**src/verilog/up_pkg.sv**
```systemverilog
`default_nettype none

package up_pkg;

   // ====================
   // Widths
   // ====================
   localparam int BYTE_W      = 8;
   localparam int NIBBLE_W    = 4;
   localparam int HOST_ADDR_W = 9;
   localparam int MEM_DEPTH   = 256;

   typedef logic [BYTE_W-1:0]      byte_t;
   typedef logic [NIBBLE_W-1:0]    nibble_t;
   typedef logic [2:0]             reg_sel_t;
   typedef logic [HOST_ADDR_W-1:0] host_addr_t;

   // ====================
   // Encodings
   // ====================
   // Values 8, 9 and 15 are left unnamed and execute as no-ops.
   typedef enum logic [3:0] {
      IR_ADD  = 4'd0,
      IR_SUB  = 4'd1,
      IR_MUL  = 4'd2,
      IR_NAND = 4'd3,
      IR_SW01 = 4'd4,
      IR_SW12 = 4'd5,
      IR_SW23 = 4'd6,
      IR_BE   = 4'd7,
      IR_POP  = 4'd10,
      IR_PUSH = 4'd11,
      IR_LDW  = 4'd12,
      IR_STW  = 4'd13,
      IR_REF  = 4'd14
   } opcode_e;

   // Arithmetic and swap selects equal the opcode with a zero on top.
   typedef enum logic [4:0] {
      OP_ADD     = 5'b00000,
      OP_SUB     = 5'b00001,
      OP_MUL     = 5'b00010,
      OP_NAND    = 5'b00011,
      OP_XOR_01  = 5'b00100,
      OP_XOR_12  = 5'b00101,
      OP_XOR_23  = 5'b00110,
      OP_SP_INC  = 5'b01000,
      OP_00      = 5'b01110,
      OP_01      = 5'b10001,
      OP_02      = 5'b10010,
      OP_03      = 5'b10011,
      OP_PC_0    = 5'b10100,
      OP_PC_INC  = 5'b10101,
      OP_R3      = 5'b10110,
      OP_IN_OUT  = 5'b11000,
      OP_SP      = 5'b11001,
      OP_SP_DEC  = 5'b11010,
      OP_PC      = 5'b11011,
      OP_R2      = 5'b11100
   } alu_sel_e;

   typedef enum logic [3:0] {
      IDLE,
      LOAD_R0,
      LOAD_R1,
      LOAD_R2,
      LOAD_R3,
      LOAD_PC,
      FETCH,
      DECODE,
      EXEC_1,
      EXEC_2,
      EXEC_3
   } state_e;

   // ====================
   // Host register map
   // ====================
   localparam host_addr_t CTRL_ADDR       = 9'h100;
   localparam int         CTRL_RUN_BIT    = 0;
   localparam int         CTRL_HALTED_BIT = 1;

endpackage

`default_nettype wire

```
**src/verilog/up_control.sv**
```systemverilog
`default_nettype none

module up_control (
   input  logic             clk,
   input  logic             nRst,
   input  logic             run,
   input  up_pkg::nibble_t  ir,
   input  logic             eq,
   output logic             ir_we,
   output logic             pc_we,
   output logic             sp_we,
   output logic             rb_we,
   output logic             mem_we,
   output logic             ale,
   output logic             start,
   output logic             halted,
   output up_pkg::reg_sel_t rb_sel,
   output up_pkg::alu_sel_e alu_sel
);
   import up_pkg::*;

   state_e   state;
   state_e   state_nxt;
   opcode_e  op;
   alu_sel_e op_sel;

   assign op     = opcode_e'(ir);
   assign op_sel = alu_sel_e'({1'b0, ir});
   assign halted = (state == IDLE);

   // ====================
   // Decode and next state
   // ====================
   always_comb begin
      state_nxt = state;
      ir_we     = 1'b0;
      pc_we     = 1'b0;
      sp_we     = 1'b0;
      rb_we     = 1'b0;
      mem_we    = 1'b0;
      ale       = 1'b0;
      start     = 1'b0;
      rb_sel    = 3'b100;
      alu_sel   = OP_00;
      case (state)
         IDLE: begin
            if (run) begin
               state_nxt = LOAD_R0;
            end
         end
         // Each preload step latches the next byte and stores the previous one.
         LOAD_R0: begin
            start     = 1'b1;
            ale       = 1'b1;
            state_nxt = LOAD_R1;
         end
         LOAD_R1: begin
            alu_sel   = OP_01;
            ale       = 1'b1;
            rb_we     = 1'b1;
            rb_sel    = 3'b000;
            state_nxt = LOAD_R2;
         end
         LOAD_R2: begin
            alu_sel   = OP_02;
            ale       = 1'b1;
            rb_we     = 1'b1;
            rb_sel    = 3'b001;
            state_nxt = LOAD_R3;
         end
         LOAD_R3: begin
            alu_sel   = OP_03;
            ale       = 1'b1;
            rb_we     = 1'b1;
            rb_sel    = 3'b010;
            state_nxt = LOAD_PC;
         end
         LOAD_PC: begin
            alu_sel   = OP_PC_0;
            ale       = 1'b1;
            rb_we     = 1'b1;
            rb_sel    = 3'b011;
            state_nxt = FETCH;
         end
         FETCH: begin
            if (run) begin
               alu_sel   = OP_PC_0;
               ale       = 1'b1;
               state_nxt = DECODE;
            end else begin
               state_nxt = IDLE;
            end
         end
         DECODE: begin
            alu_sel   = OP_PC_INC;
            ir_we     = 1'b1;
            pc_we     = 1'b1;
            state_nxt = EXEC_1;
         end
         EXEC_1: begin
            state_nxt = FETCH;
            case (op)
               IR_ADD, IR_SUB, IR_MUL, IR_NAND: begin
                  alu_sel = op_sel;
                  rb_we   = 1'b1;
               end
               // Swaps run three xor steps, first into the lower register.
               IR_SW01, IR_SW12, IR_SW23: begin
                  alu_sel   = op_sel;
                  rb_sel    = ir[2:0];
                  rb_we     = 1'b1;
                  state_nxt = EXEC_2;
               end
               IR_BE: begin
                  if (eq) begin
                     alu_sel = OP_R3;
                     pc_we   = 1'b1;
                  end
               end
               IR_POP: begin
                  alu_sel   = OP_SP_INC;
                  sp_we     = 1'b1;
                  ale       = 1'b1;
                  state_nxt = EXEC_2;
               end
               IR_PUSH: begin
                  alu_sel   = OP_SP;
                  ale       = 1'b1;
                  state_nxt = EXEC_2;
               end
               IR_LDW, IR_STW: begin
                  alu_sel   = OP_R3;
                  ale       = 1'b1;
                  state_nxt = EXEC_2;
               end
               IR_REF: begin
                  ale       = 1'b1;
                  state_nxt = EXEC_2;
               end
               default: begin
                  state_nxt = FETCH;
               end
            endcase
         end
         EXEC_2: begin
            state_nxt = FETCH;
            case (op)
               IR_SW01, IR_SW12, IR_SW23: begin
                  alu_sel   = op_sel;
                  rb_sel    = ir[2:0] + 3'd1;
                  rb_we     = 1'b1;
                  state_nxt = EXEC_3;
               end
               IR_PUSH: begin
                  alu_sel   = OP_SP_DEC;
                  sp_we     = 1'b1;
                  state_nxt = EXEC_3;
               end
               IR_POP, IR_LDW: begin
                  alu_sel = OP_IN_OUT;
                  rb_sel  = 3'b110;
                  rb_we   = 1'b1;
               end
               IR_STW: begin
                  alu_sel = OP_R2;
                  mem_we  = 1'b1;
               end
               IR_REF: begin
                  rb_sel = 3'b000;
                  rb_we  = 1'b1;
               end
               default: begin
                  state_nxt = FETCH;
               end
            endcase
         end
         EXEC_3: begin
            state_nxt = FETCH;
            case (op)
               IR_SW01, IR_SW12, IR_SW23: begin
                  alu_sel = op_sel;
                  rb_sel  = ir[2:0];
                  rb_we   = 1'b1;
               end
               // The address was latched from sp before the decrement.
               IR_PUSH: begin
                  alu_sel = OP_R2;
                  mem_we  = 1'b1;
               end
               default: begin
                  state_nxt = FETCH;
               end
            endcase
         end
         default: begin
            state_nxt = IDLE;
         end
      endcase
   end

   always_ff @(posedge clk or negedge nRst) begin
      if (!nRst) begin
         state <= IDLE;
      end else begin
         state <= state_nxt;
      end
   end

   // The memory latches or writes in a cycle, never both.
   a_ale_mem_we: assert property (@(posedge clk) disable iff (!nRst)
      $onehot0({ale, mem_we}));

   a_state_legal: assert property (@(posedge clk) disable iff (!nRst)
      state inside {IDLE, LOAD_R0, LOAD_R1, LOAD_R2, LOAD_R3, LOAD_PC,
                    FETCH, DECODE, EXEC_1, EXEC_2, EXEC_3});

endmodule

`default_nettype wire

```
**src/verilog/up_pointers.sv**
```systemverilog
`default_nettype none

module up_pointers #(
   parameter up_pkg::byte_t RESET_PC  = 8'h08,
   parameter up_pkg::byte_t STACK_TOP = 8'hFF
) (
   input  logic          clk,
   input  logic          nRst,
   input  logic          start,
   input  logic          pc_we,
   input  logic          sp_we,
   input  up_pkg::byte_t result,
   output up_pkg::byte_t pc,
   output up_pkg::byte_t sp
);

   // Program counter counts nibbles, so byte 4 high nibble is address 8.
   always_ff @(posedge clk or negedge nRst) begin
      if (!nRst) begin
         pc <= RESET_PC;
      end else if (start) begin
         pc <= RESET_PC;
      end else if (pc_we) begin
         pc <= result;
      end
   end

   // Stack grows down from the top of memory.
   always_ff @(posedge clk or negedge nRst) begin
      if (!nRst) begin
         sp <= STACK_TOP;
      end else if (start) begin
         sp <= STACK_TOP;
      end else if (sp_we) begin
         sp <= result;
      end
   end

   // Start comes only from the preload, where no pointer is written.
   a_start_alone: assert property (@(posedge clk) disable iff (!nRst)
      start |-> !(pc_we || sp_we));

endmodule

`default_nettype wire

```
**src/verilog/up_regfile.sv**
```systemverilog
`default_nettype none

module up_regfile (
   input  logic             clk,
   input  logic             nRst,
   input  logic             rb_we,
   input  logic             ir_we,
   input  up_pkg::reg_sel_t rb_sel,
   input  logic             pc_lsb,
   input  up_pkg::byte_t    result,
   input  up_pkg::byte_t    mem_data,
   output up_pkg::byte_t    r0,
   output up_pkg::byte_t    r1,
   output up_pkg::byte_t    r2,
   output up_pkg::byte_t    r3,
   output up_pkg::nibble_t  ir,
   output logic             eq
);
   import up_pkg::*;

   byte_t   regs [4];
   byte_t   wdata;
   nibble_t fetch_nib;

   // Odd pc takes the low nibble.
   assign fetch_nib = pc_lsb ? mem_data[NIBBLE_W-1:0] : mem_data[BYTE_W-1:NIBBLE_W];
   assign wdata     = rb_sel[2] ? result : mem_data;

   always_ff @(posedge clk) begin
      if (rb_we) begin
         regs[rb_sel[1:0]] <= wdata;
      end
   end

   always_ff @(posedge clk or negedge nRst) begin
      if (!nRst) begin
         ir <= '0;
      end else if (ir_we) begin
         ir <= fetch_nib;
      end
   end

   assign r0 = regs[0];
   assign r1 = regs[1];
   assign r2 = regs[2];
   assign r3 = regs[3];
   assign eq = (r1 == r2);

   // Program bytes must have been loaded before they are fetched.
   a_fetch_known: assert property (@(posedge clk) disable iff (!nRst)
      ir_we |-> !$isunknown(fetch_nib));

endmodule

`default_nettype wire

```
**src/verilog/up_alu.sv**
```systemverilog
`default_nettype none

module up_alu (
   input  up_pkg::alu_sel_e alu_sel,
   input  up_pkg::byte_t    r0,
   input  up_pkg::byte_t    r1,
   input  up_pkg::byte_t    r2,
   input  up_pkg::byte_t    r3,
   input  up_pkg::byte_t    pc,
   input  up_pkg::byte_t    sp,
   input  up_pkg::byte_t    mem_data,
   output up_pkg::byte_t    result
);
   import up_pkg::*;

   always_comb begin
      case (alu_sel)
         // Arithmetic wraps modulo 256.
         OP_ADD:    result = r1 + r2;
         OP_SUB:    result = r1 - r2;
         OP_MUL:    result = r1 * r2;
         OP_NAND:   result = ~(r1 & r2);
         OP_XOR_01: result = r0 ^ r1;
         OP_XOR_12: result = r1 ^ r2;
         OP_XOR_23: result = r2 ^ r3;
         // Constants address the preload bytes.
         OP_00:     result = 8'h00;
         OP_01:     result = 8'h01;
         OP_02:     result = 8'h02;
         OP_03:     result = 8'h03;
         // Byte address of the current nibble.
         OP_PC_0:   result = {1'b0, pc[BYTE_W-1:1]};
         OP_PC_INC: result = pc + 8'd1;
         OP_SP_INC: result = sp + 8'd1;
         OP_SP:     result = sp;
         OP_SP_DEC: result = sp - 8'd1;
         OP_R2:     result = r2;
         OP_R3:     result = r3;
         OP_IN_OUT: result = mem_data;
         default:   result = '0;
      endcase
   end

endmodule

`default_nettype wire

```
**src/verilog/up_memory.sv**
```systemverilog
`default_nettype none

module up_memory (
   input  logic               clk,
   input  logic               nRst,
   input  logic               ale,
   input  logic               mem_we,
   input  logic               halted,
   input  up_pkg::byte_t      result,
   output up_pkg::byte_t      mem_data,
   output logic               run,
   input  logic               psel,
   input  logic               penable,
   input  logic               pwrite,
   input  up_pkg::host_addr_t paddr,
   input  up_pkg::byte_t      pwdata,
   output up_pkg::byte_t      prdata,
   output logic               pready,
   output logic               pslverr
);
   import up_pkg::*;

   byte_t mem [MEM_DEPTH];
   byte_t addr;
   byte_t host_byte;
   byte_t ctrl_rd;
   logic  access;
   logic  is_ctrl;
   logic  mem_ok;

   assign mem_data = mem[addr];

   // ====================
   // APB host port
   // ====================
   assign host_byte = paddr[BYTE_W-1:0];
   assign access    = psel & penable;
   assign is_ctrl   = paddr[HOST_ADDR_W-1];
   assign mem_ok    = halted & ~is_ctrl;

   // No wait states. Memory is only open to the host while the core is halted.
   assign pready  = 1'b1;
   assign pslverr = access & ~is_ctrl & ~halted;

   always_comb begin
      ctrl_rd                  = '0;
      ctrl_rd[CTRL_RUN_BIT]    = run;
      ctrl_rd[CTRL_HALTED_BIT] = halted;
   end

   assign prdata = is_ctrl ? ctrl_rd : (mem_ok ? mem[host_byte] : '0);

   always_ff @(posedge clk or negedge nRst) begin
      if (!nRst) begin
         addr <= '0;
         run  <= 1'b0;
      end else begin
         if (ale) begin
            addr <= result;
         end
         if (access && pwrite && is_ctrl) begin
            run <= pwdata[CTRL_RUN_BIT];
         end
      end
   end

   always_ff @(posedge clk) begin
      if (mem_we) begin
         mem[addr] <= result;
      end else if (access && pwrite && mem_ok) begin
         mem[host_byte] <= pwdata;
      end
   end

   // Halted is driven by the sequencer, so host and core never share a write.
   a_no_core_write_halted: assert property (@(posedge clk) disable iff (!nRst)
      halted |-> !mem_we);

endmodule

`default_nettype wire

```
**src/verilog/up_top.sv**
```systemverilog
`default_nettype none

module up_top #(
   parameter up_pkg::byte_t RESET_PC  = 8'h08,
   parameter up_pkg::byte_t STACK_TOP = 8'hFF
) (
   input  logic               clk,
   input  logic               nRst,
   input  logic               psel,
   input  logic               penable,
   input  logic               pwrite,
   input  up_pkg::host_addr_t paddr,
   input  up_pkg::byte_t      pwdata,
   output up_pkg::byte_t      prdata,
   output logic               pready,
   output logic               pslverr
);
   import up_pkg::*;

   logic     run;
   logic     halted;
   logic     ir_we;
   logic     pc_we;
   logic     sp_we;
   logic     rb_we;
   logic     mem_we;
   logic     ale;
   logic     start;
   logic     eq;
   reg_sel_t rb_sel;
   alu_sel_e alu_sel;
   nibble_t  ir;
   byte_t    pc;
   byte_t    sp;
   byte_t    r0;
   byte_t    r1;
   byte_t    r2;
   byte_t    r3;
   byte_t    result;
   byte_t    mem_data;

   up_control u_control (
      .clk     (clk),
      .nRst    (nRst),
      .run     (run),
      .ir      (ir),
      .eq      (eq),
      .ir_we   (ir_we),
      .pc_we   (pc_we),
      .sp_we   (sp_we),
      .rb_we   (rb_we),
      .mem_we  (mem_we),
      .ale     (ale),
      .start   (start),
      .halted  (halted),
      .rb_sel  (rb_sel),
      .alu_sel (alu_sel)
   );

   up_pointers #(
      .RESET_PC  (RESET_PC),
      .STACK_TOP (STACK_TOP)
   ) u_pointers (
      .clk    (clk),
      .nRst   (nRst),
      .start  (start),
      .pc_we  (pc_we),
      .sp_we  (sp_we),
      .result (result),
      .pc     (pc),
      .sp     (sp)
   );

   up_regfile u_regfile (
      .clk      (clk),
      .nRst     (nRst),
      .rb_we    (rb_we),
      .ir_we    (ir_we),
      .rb_sel   (rb_sel),
      .pc_lsb   (pc[0]),
      .result   (result),
      .mem_data (mem_data),
      .r0       (r0),
      .r1       (r1),
      .r2       (r2),
      .r3       (r3),
      .ir       (ir),
      .eq       (eq)
   );

   up_alu u_alu (
      .alu_sel  (alu_sel),
      .r0       (r0),
      .r1       (r1),
      .r2       (r2),
      .r3       (r3),
      .pc       (pc),
      .sp       (sp),
      .mem_data (mem_data),
      .result   (result)
   );

   up_memory u_memory (
      .clk      (clk),
      .nRst     (nRst),
      .ale      (ale),
      .mem_we   (mem_we),
      .halted   (halted),
      .result   (result),
      .mem_data (mem_data),
      .run      (run),
      .psel     (psel),
      .penable  (penable),
      .pwrite   (pwrite),
      .paddr    (paddr),
      .pwdata   (pwdata),
      .prdata   (prdata),
      .pready   (pready),
      .pslverr  (pslverr)
   );

endmodule

`default_nettype wire

```
**config.mk**
```make
export PLATFORM = sky130hd
export DESIGN_NAME = up_top
export DESIGN_NICKNAME = d
export VERILOG_FILES = /design/src/verilog/up_pkg.sv /design/src/verilog/up_control.sv /design/src/verilog/up_pointers.sv /design/src/verilog/up_regfile.sv /design/src/verilog/up_alu.sv /design/src/verilog/up_memory.sv /design/src/verilog/up_top.sv
export SDC_FILE = /design/constraint.sdc
export NUM_CORES = 2
export LEC_CHECK = 0
export BUFFER_PORTS_ARGS = -buffer_cell sky130_fd_sc_hd__buf_2
export CAP_MARGIN = 20
export CELL_PAD_IN_SITES_DETAIL_PLACEMENT = 1
export CELL_PAD_IN_SITES_GLOBAL_PLACEMENT = 1
export CORE_MARGIN = 8
export CORE_UTILIZATION = 63
export CTS_BUF_LIST = sky130_fd_sc_hd__clkbuf_4 sky130_fd_sc_hd__clkbuf_8
export DETAILED_ROUTE_END_ITERATION = 8
export PLACE_DENSITY_LB_ADDON = 0.1
export RECOVER_POWER = 100
export SLEW_MARGIN = 20
export SYNTH_ARGS = -nofsm -noshare
export SYNTH_HDL_FRONTEND = slang
export SYNTH_SLANG_ARGS = --single-unit
```
**constraint.sdc**
```tcl
create_clock -name clk -period 18.6 [get_ports clk]
set_clock_uncertainty 0.2 [all_clocks]
set_input_delay 0.93 -clock clk [delete_from_list [all_inputs] [get_ports clk]]
set_output_delay 0.93 -clock clk [all_outputs]
set_load 0.05 [all_outputs]
```
==> out/results.tsv <==
stage	metric	value	unit
synth	yosysWarnings	0	
sta	fmax	69.37	MHz
synth	netlist_area	102200	um2
place	place.detailed.hpwl	229400	um
floorplanning	start_util	63.09	%
critical_path	worst_ep_arrival_time	14780	ps
cts	clk_path_buf_depth	4	
detailed_routing	drt_pass1_iterations	9	
sta	rsz0062_at_grt	false	
cts	path_clk_slew	70	ps
critical_path	required	18960	ps
cts	cts_resized	0	
floorplanning	die-height	418.8	um
critical_path	end_kind	register	
power_and_ir_drop	leakagePower	34.89	nW
min_path	hp-class	input pin to register	
critical_path	worst_setup_path_start_kind	register	
cts	clock-sinks	2113	
power_and_ir_drop	pwr-share-comb	41.4	%
cts	htreeDepth	5	
place	io_buffers	30	
power_and_ir_drop	p_int	0.01306	W
synth	syn_nets	5520	
detailed_routing	num_vias	65870	
power_and_ir_drop	p_switching	0.008994	W
min_path	worstHoldStart	pwrite	
detailed_routing	route.detailed.drc	0	
sta	max_slew_margin	-188.4	%
floorplanning	pin_count	32	
synth	syn_inst	5441	
sta	max_slew.worst_pin.slew	4327	ps
detailed_routing	detail_route.vias_per_cell	8.183	
global_route	grt_pass1_vias	66290	
synth	syn_avg_cell_area	18.79	um2
cts	root_buffer	clkbuf_8	
power_and_ir_drop	power.density	198.2	nW/um2
sta	setup_viol	0	
final_layout	area_growth	8.878	%
global_route	grt_max_degree	257	
synth	synth_seq_area_share	61.92	%
global_route	grt_use_total	41.20	%
synth	synth.distinct_cells	94	
detailed_routing	totalWireLength	362400	um
floorplanning	core.rowCount	148	
final_layout	fin_nets	5666	
cts	cts_tree	done	
status	failed_checks	max-capacitance violations, max-slew violations	
status	status	finished, violations left	
sta	hold_viol_final	0	
synth	synth_seq_cells	2113	
critical_path	rr_startpoint	u_memory.addr[1]	
place	globalplace.congestion	0.9404	
global_route	antenna_found_initial	39	
synth	async_flop_share	1.562	%
floorplanning	die_area	175400	um2
power_and_ir_drop	vdd_drop_max	0.3364	mV
critical_path	critPathKind	register to register	
critical_path	critPathLaunch	u_memory.addr[1]	
flow_run	cap_violations	23	
global_route	grt_pass1_wl	508000	um
detailed_routing	routedWlPerCell	45.02	um
synth	synth_edf_count	2080	
detailed_routing	drt.antenna.violating_nets	0	
detailed_routing	drt_iter0_drc	11600	
floorplanning	die_w	418.8	um
global_route	grt-ovfl-total	0	
sta	slew_viol_final	526	
final_layout	drive_gt1_share	33.01	%
critical_path	cp_max_fo	104	
sta	fin_hold_ws	160.6	ps
power_and_ir_drop	pwr-share-seq	40.1	%
synth	ys.flop_type	edfxtp_1	
power_and_ir_drop	p_sw_share	40.78	%
sta	post-route-min-period	14420	ps
cts	clk_latency	1120	ps
power_and_ir_drop	clock_power_share	18.6	%
floorplanning	core	162000	um2
cts	cts_made_buffers	352	
sta	setup_tns	0	ps
sta	fin_crit_sh	77.50	%
==> power groups by stage <==
| stage | sequential [W] | combinational, W | clock [W] |
|---|---|---|---|
| after floorplan | 0.00909 | 0.00476 | 0 |
| after global placement | 0.00891 | 0.00828 | 0 |
| after detailed placement | 0.00893 | 0.00871 | 0 |
| after CTS | 0.00883 | 0.00875 | 0.00408 |
| after global routing | 0.00883 | 0.00929 | 0.00425 |
| final | 0.00883 | 0.00912 | 0.00410 |
==> worst max-delay path: stages, from the launching register on <==
cell and delay, ps:
dfrtp_1 1300, clkbuf_1 1540, clkbuf_1 2210, clkbuf_1 2400, buf_4 860, mux4_2 400, mux2_2 270, mux4_2 540
o2111ai_1 670, o211ai_1 520, nand2_1 470, nor2_1 100, nor4b_1 890, a31oi_4 170, buf_4 390, buf_6 400
==> worst paths after layout <==
| check | slack [ps] | endpoint | cells after the start |
|---|---|---|---|
| max | 4180 | u_memory.mem[138][6] | 15 |
| min | 160 | u_memory.run | 4 |
| max reg2reg | 4180 | u_memory.mem[138][6] | 15 |
| min reg2reg | 400 | u_pointers.sp[3] | 2 |
| max in group asynchronous | 15730 | u_memory.addr[3] | 2 |
| min in group asynchronous | 880 | u_memory.addr[0] | 2 |
==> cell type report <==
type | count | area (um2)
diodes | 31 | 77.57
clock buffers | 464 | 5710
clock inverters | 146 | 910.9
fillers | 13080 | 50730
inverters | 50 | 190.2
multi-input cells | 2852 | 36910
flip-flops and latches | 2113 | 63310
well taps | 2175 | 2721
repair buffers | 218 | 1476
==> placed cells by master, fill, tap and decap left out, types with 19 or more instances in the layout <==
| cell type | instances |
|---|---|
| nor2b_1 | 24 |
| a22oi_1 | 69 |
| buf_4 | 123 |
| dfrtp_1 | 19 |
| a31oi_1 | 36 |
| clkbuf_1 | 61 |
| clkbuf_4 | 108 |
| a21oi_1 | 94 |
| nand2b_1 | 23 |
| nand3_1 | 60 |
| and2_1 | 27 |
| mux2_2 | 39 |
| mux4_2 | 1160 |
| o22ai_1 | 33 |
| buf_2 | 19 |
| diode_2 | 31 |
| ha_1 | 42 |
| a211oi_1 | 31 |
| nor3_1 | 56 |
| clkbuf_8 | 356 |
| o21ai_0 | 62 |
| nor2_1 | 390 |
| clkinv_2 | 35 |
| nor4_1 | 21 |
| inv_1 | 43 |
| mux2i_1 | 121 |
| edfxtp_1 | 2080 |
| xnor2_1 | 33 |
| nand2_1 | 218 |
| clkinv_1 | 91 |
==> logic make-up after synthesis <==
| family | count (synthesis) | synth area share (%) |
|---|---|---|
| AOI/OAI and AO/OA | 519 | 3.540 |
| xor gates and xnor gates | 48 | 0.4382 |
| and+or+nand+nor | 904 | 3.986 |
| muxes | 1323 | 27.20 |
| other | 1 | 0.003668 |
| DFF | 2113 | 61.92 |
| adders and majority gates | 57 | 0.8078 |
| buffers and inverters | 476 | 2.104 |
==> timing repair <==
action | CTS | global route
hold endpoints to repair | 25 | 0
hold buffers | 2 | 0
setup buffers | 0 | 0
==> synthesized netlist by cell type (14+ instances only) <==
| cell | count | area (um2) |
|---|---|---|
| nor4_1 | 22 | 137.6 |
| nand2b_1 | 23 | 143.9 |
| fa_1 | 15 | 300.3 |
| buf_2 | 122 | 610.6 |
| nor2b_1 | 27 | 168.9 |
| a21oi_1 | 99 | 495.5 |
| and2_1 | 27 | 168.9 |
| and3_1 | 14 | 87.58 |
| a22oi_1 | 69 | 518.0 |
| nand2_1 | 218 | 818.3 |
| mux2i_1 | 121 | 1211 |
| clkbuf_1 | 209 | 784.5 |
| mux2_2 | 42 | 473.0 |
| xnor2_1 | 33 | 289.0 |
| o21ai_0 | 61 | 305.3 |
| a221oi_1 | 17 | 148.9 |
| a31oi_1 | 39 | 244.0 |
| nand4_1 | 18 | 112.6 |
| a211oi_1 | 30 | 225.2 |
| nor3_1 | 56 | 280.3 |
| nand3_1 | 60 | 300.3 |
| nor2_1 | 393 | 1475 |
| buf_1 | 44 | 165.2 |
| ha_1 | 42 | 525.5 |
| o211ai_1 | 15 | 112.6 |
| dfrtp_1 | 24 | 600.6 |
| o22ai_1 | 33 | 206.5 |
| buf_4 | 44 | 330.3 |
| edfxtp_1 | 2080 | 62460 |
| inv_1 | 45 | 168.9 |
| mux4_2 | 1160 | 26130 |
==> state kept, by name (all words and copies together), names as in the netlist <==
name             count
u_regfile.ir         4
u_pointers.pc        8
u_pointers.sp        8
u_memory.mem      2048
u_memory.addr        8
u_regfile.regs      32
u_control.state      4
u_memory.run         1
==> per-stage QoR <==
step	total power (W)	utilization [%]	worst slack, ps	std cells	cell area [um2]
floorplan	0.01385	-	5763	5441	102200
global placement	0.01719	64.64	9583	7396	104700
detailed placement	0.01764	64.69	9326	7401	104800
CTS	0.02166	68.79	9270	8013	111500
global route	0.02237	68.65	4345	8019	111200
finish	0.02206	68.69	4184	8049	111300
==> layer usage <==
layer / global-route usage (%) / up-vias / part of all wire [%]
met1: 51.88 / 33960 / 32
met5: 0 / - / 0.055
li1: - / 23530 / -
met3: 14.27 / 1591 / 14
met2: 61.23 / 6758 / 46
met4: 27.58 / 24 / 8.1
Power figures use the tool's default switching activity.
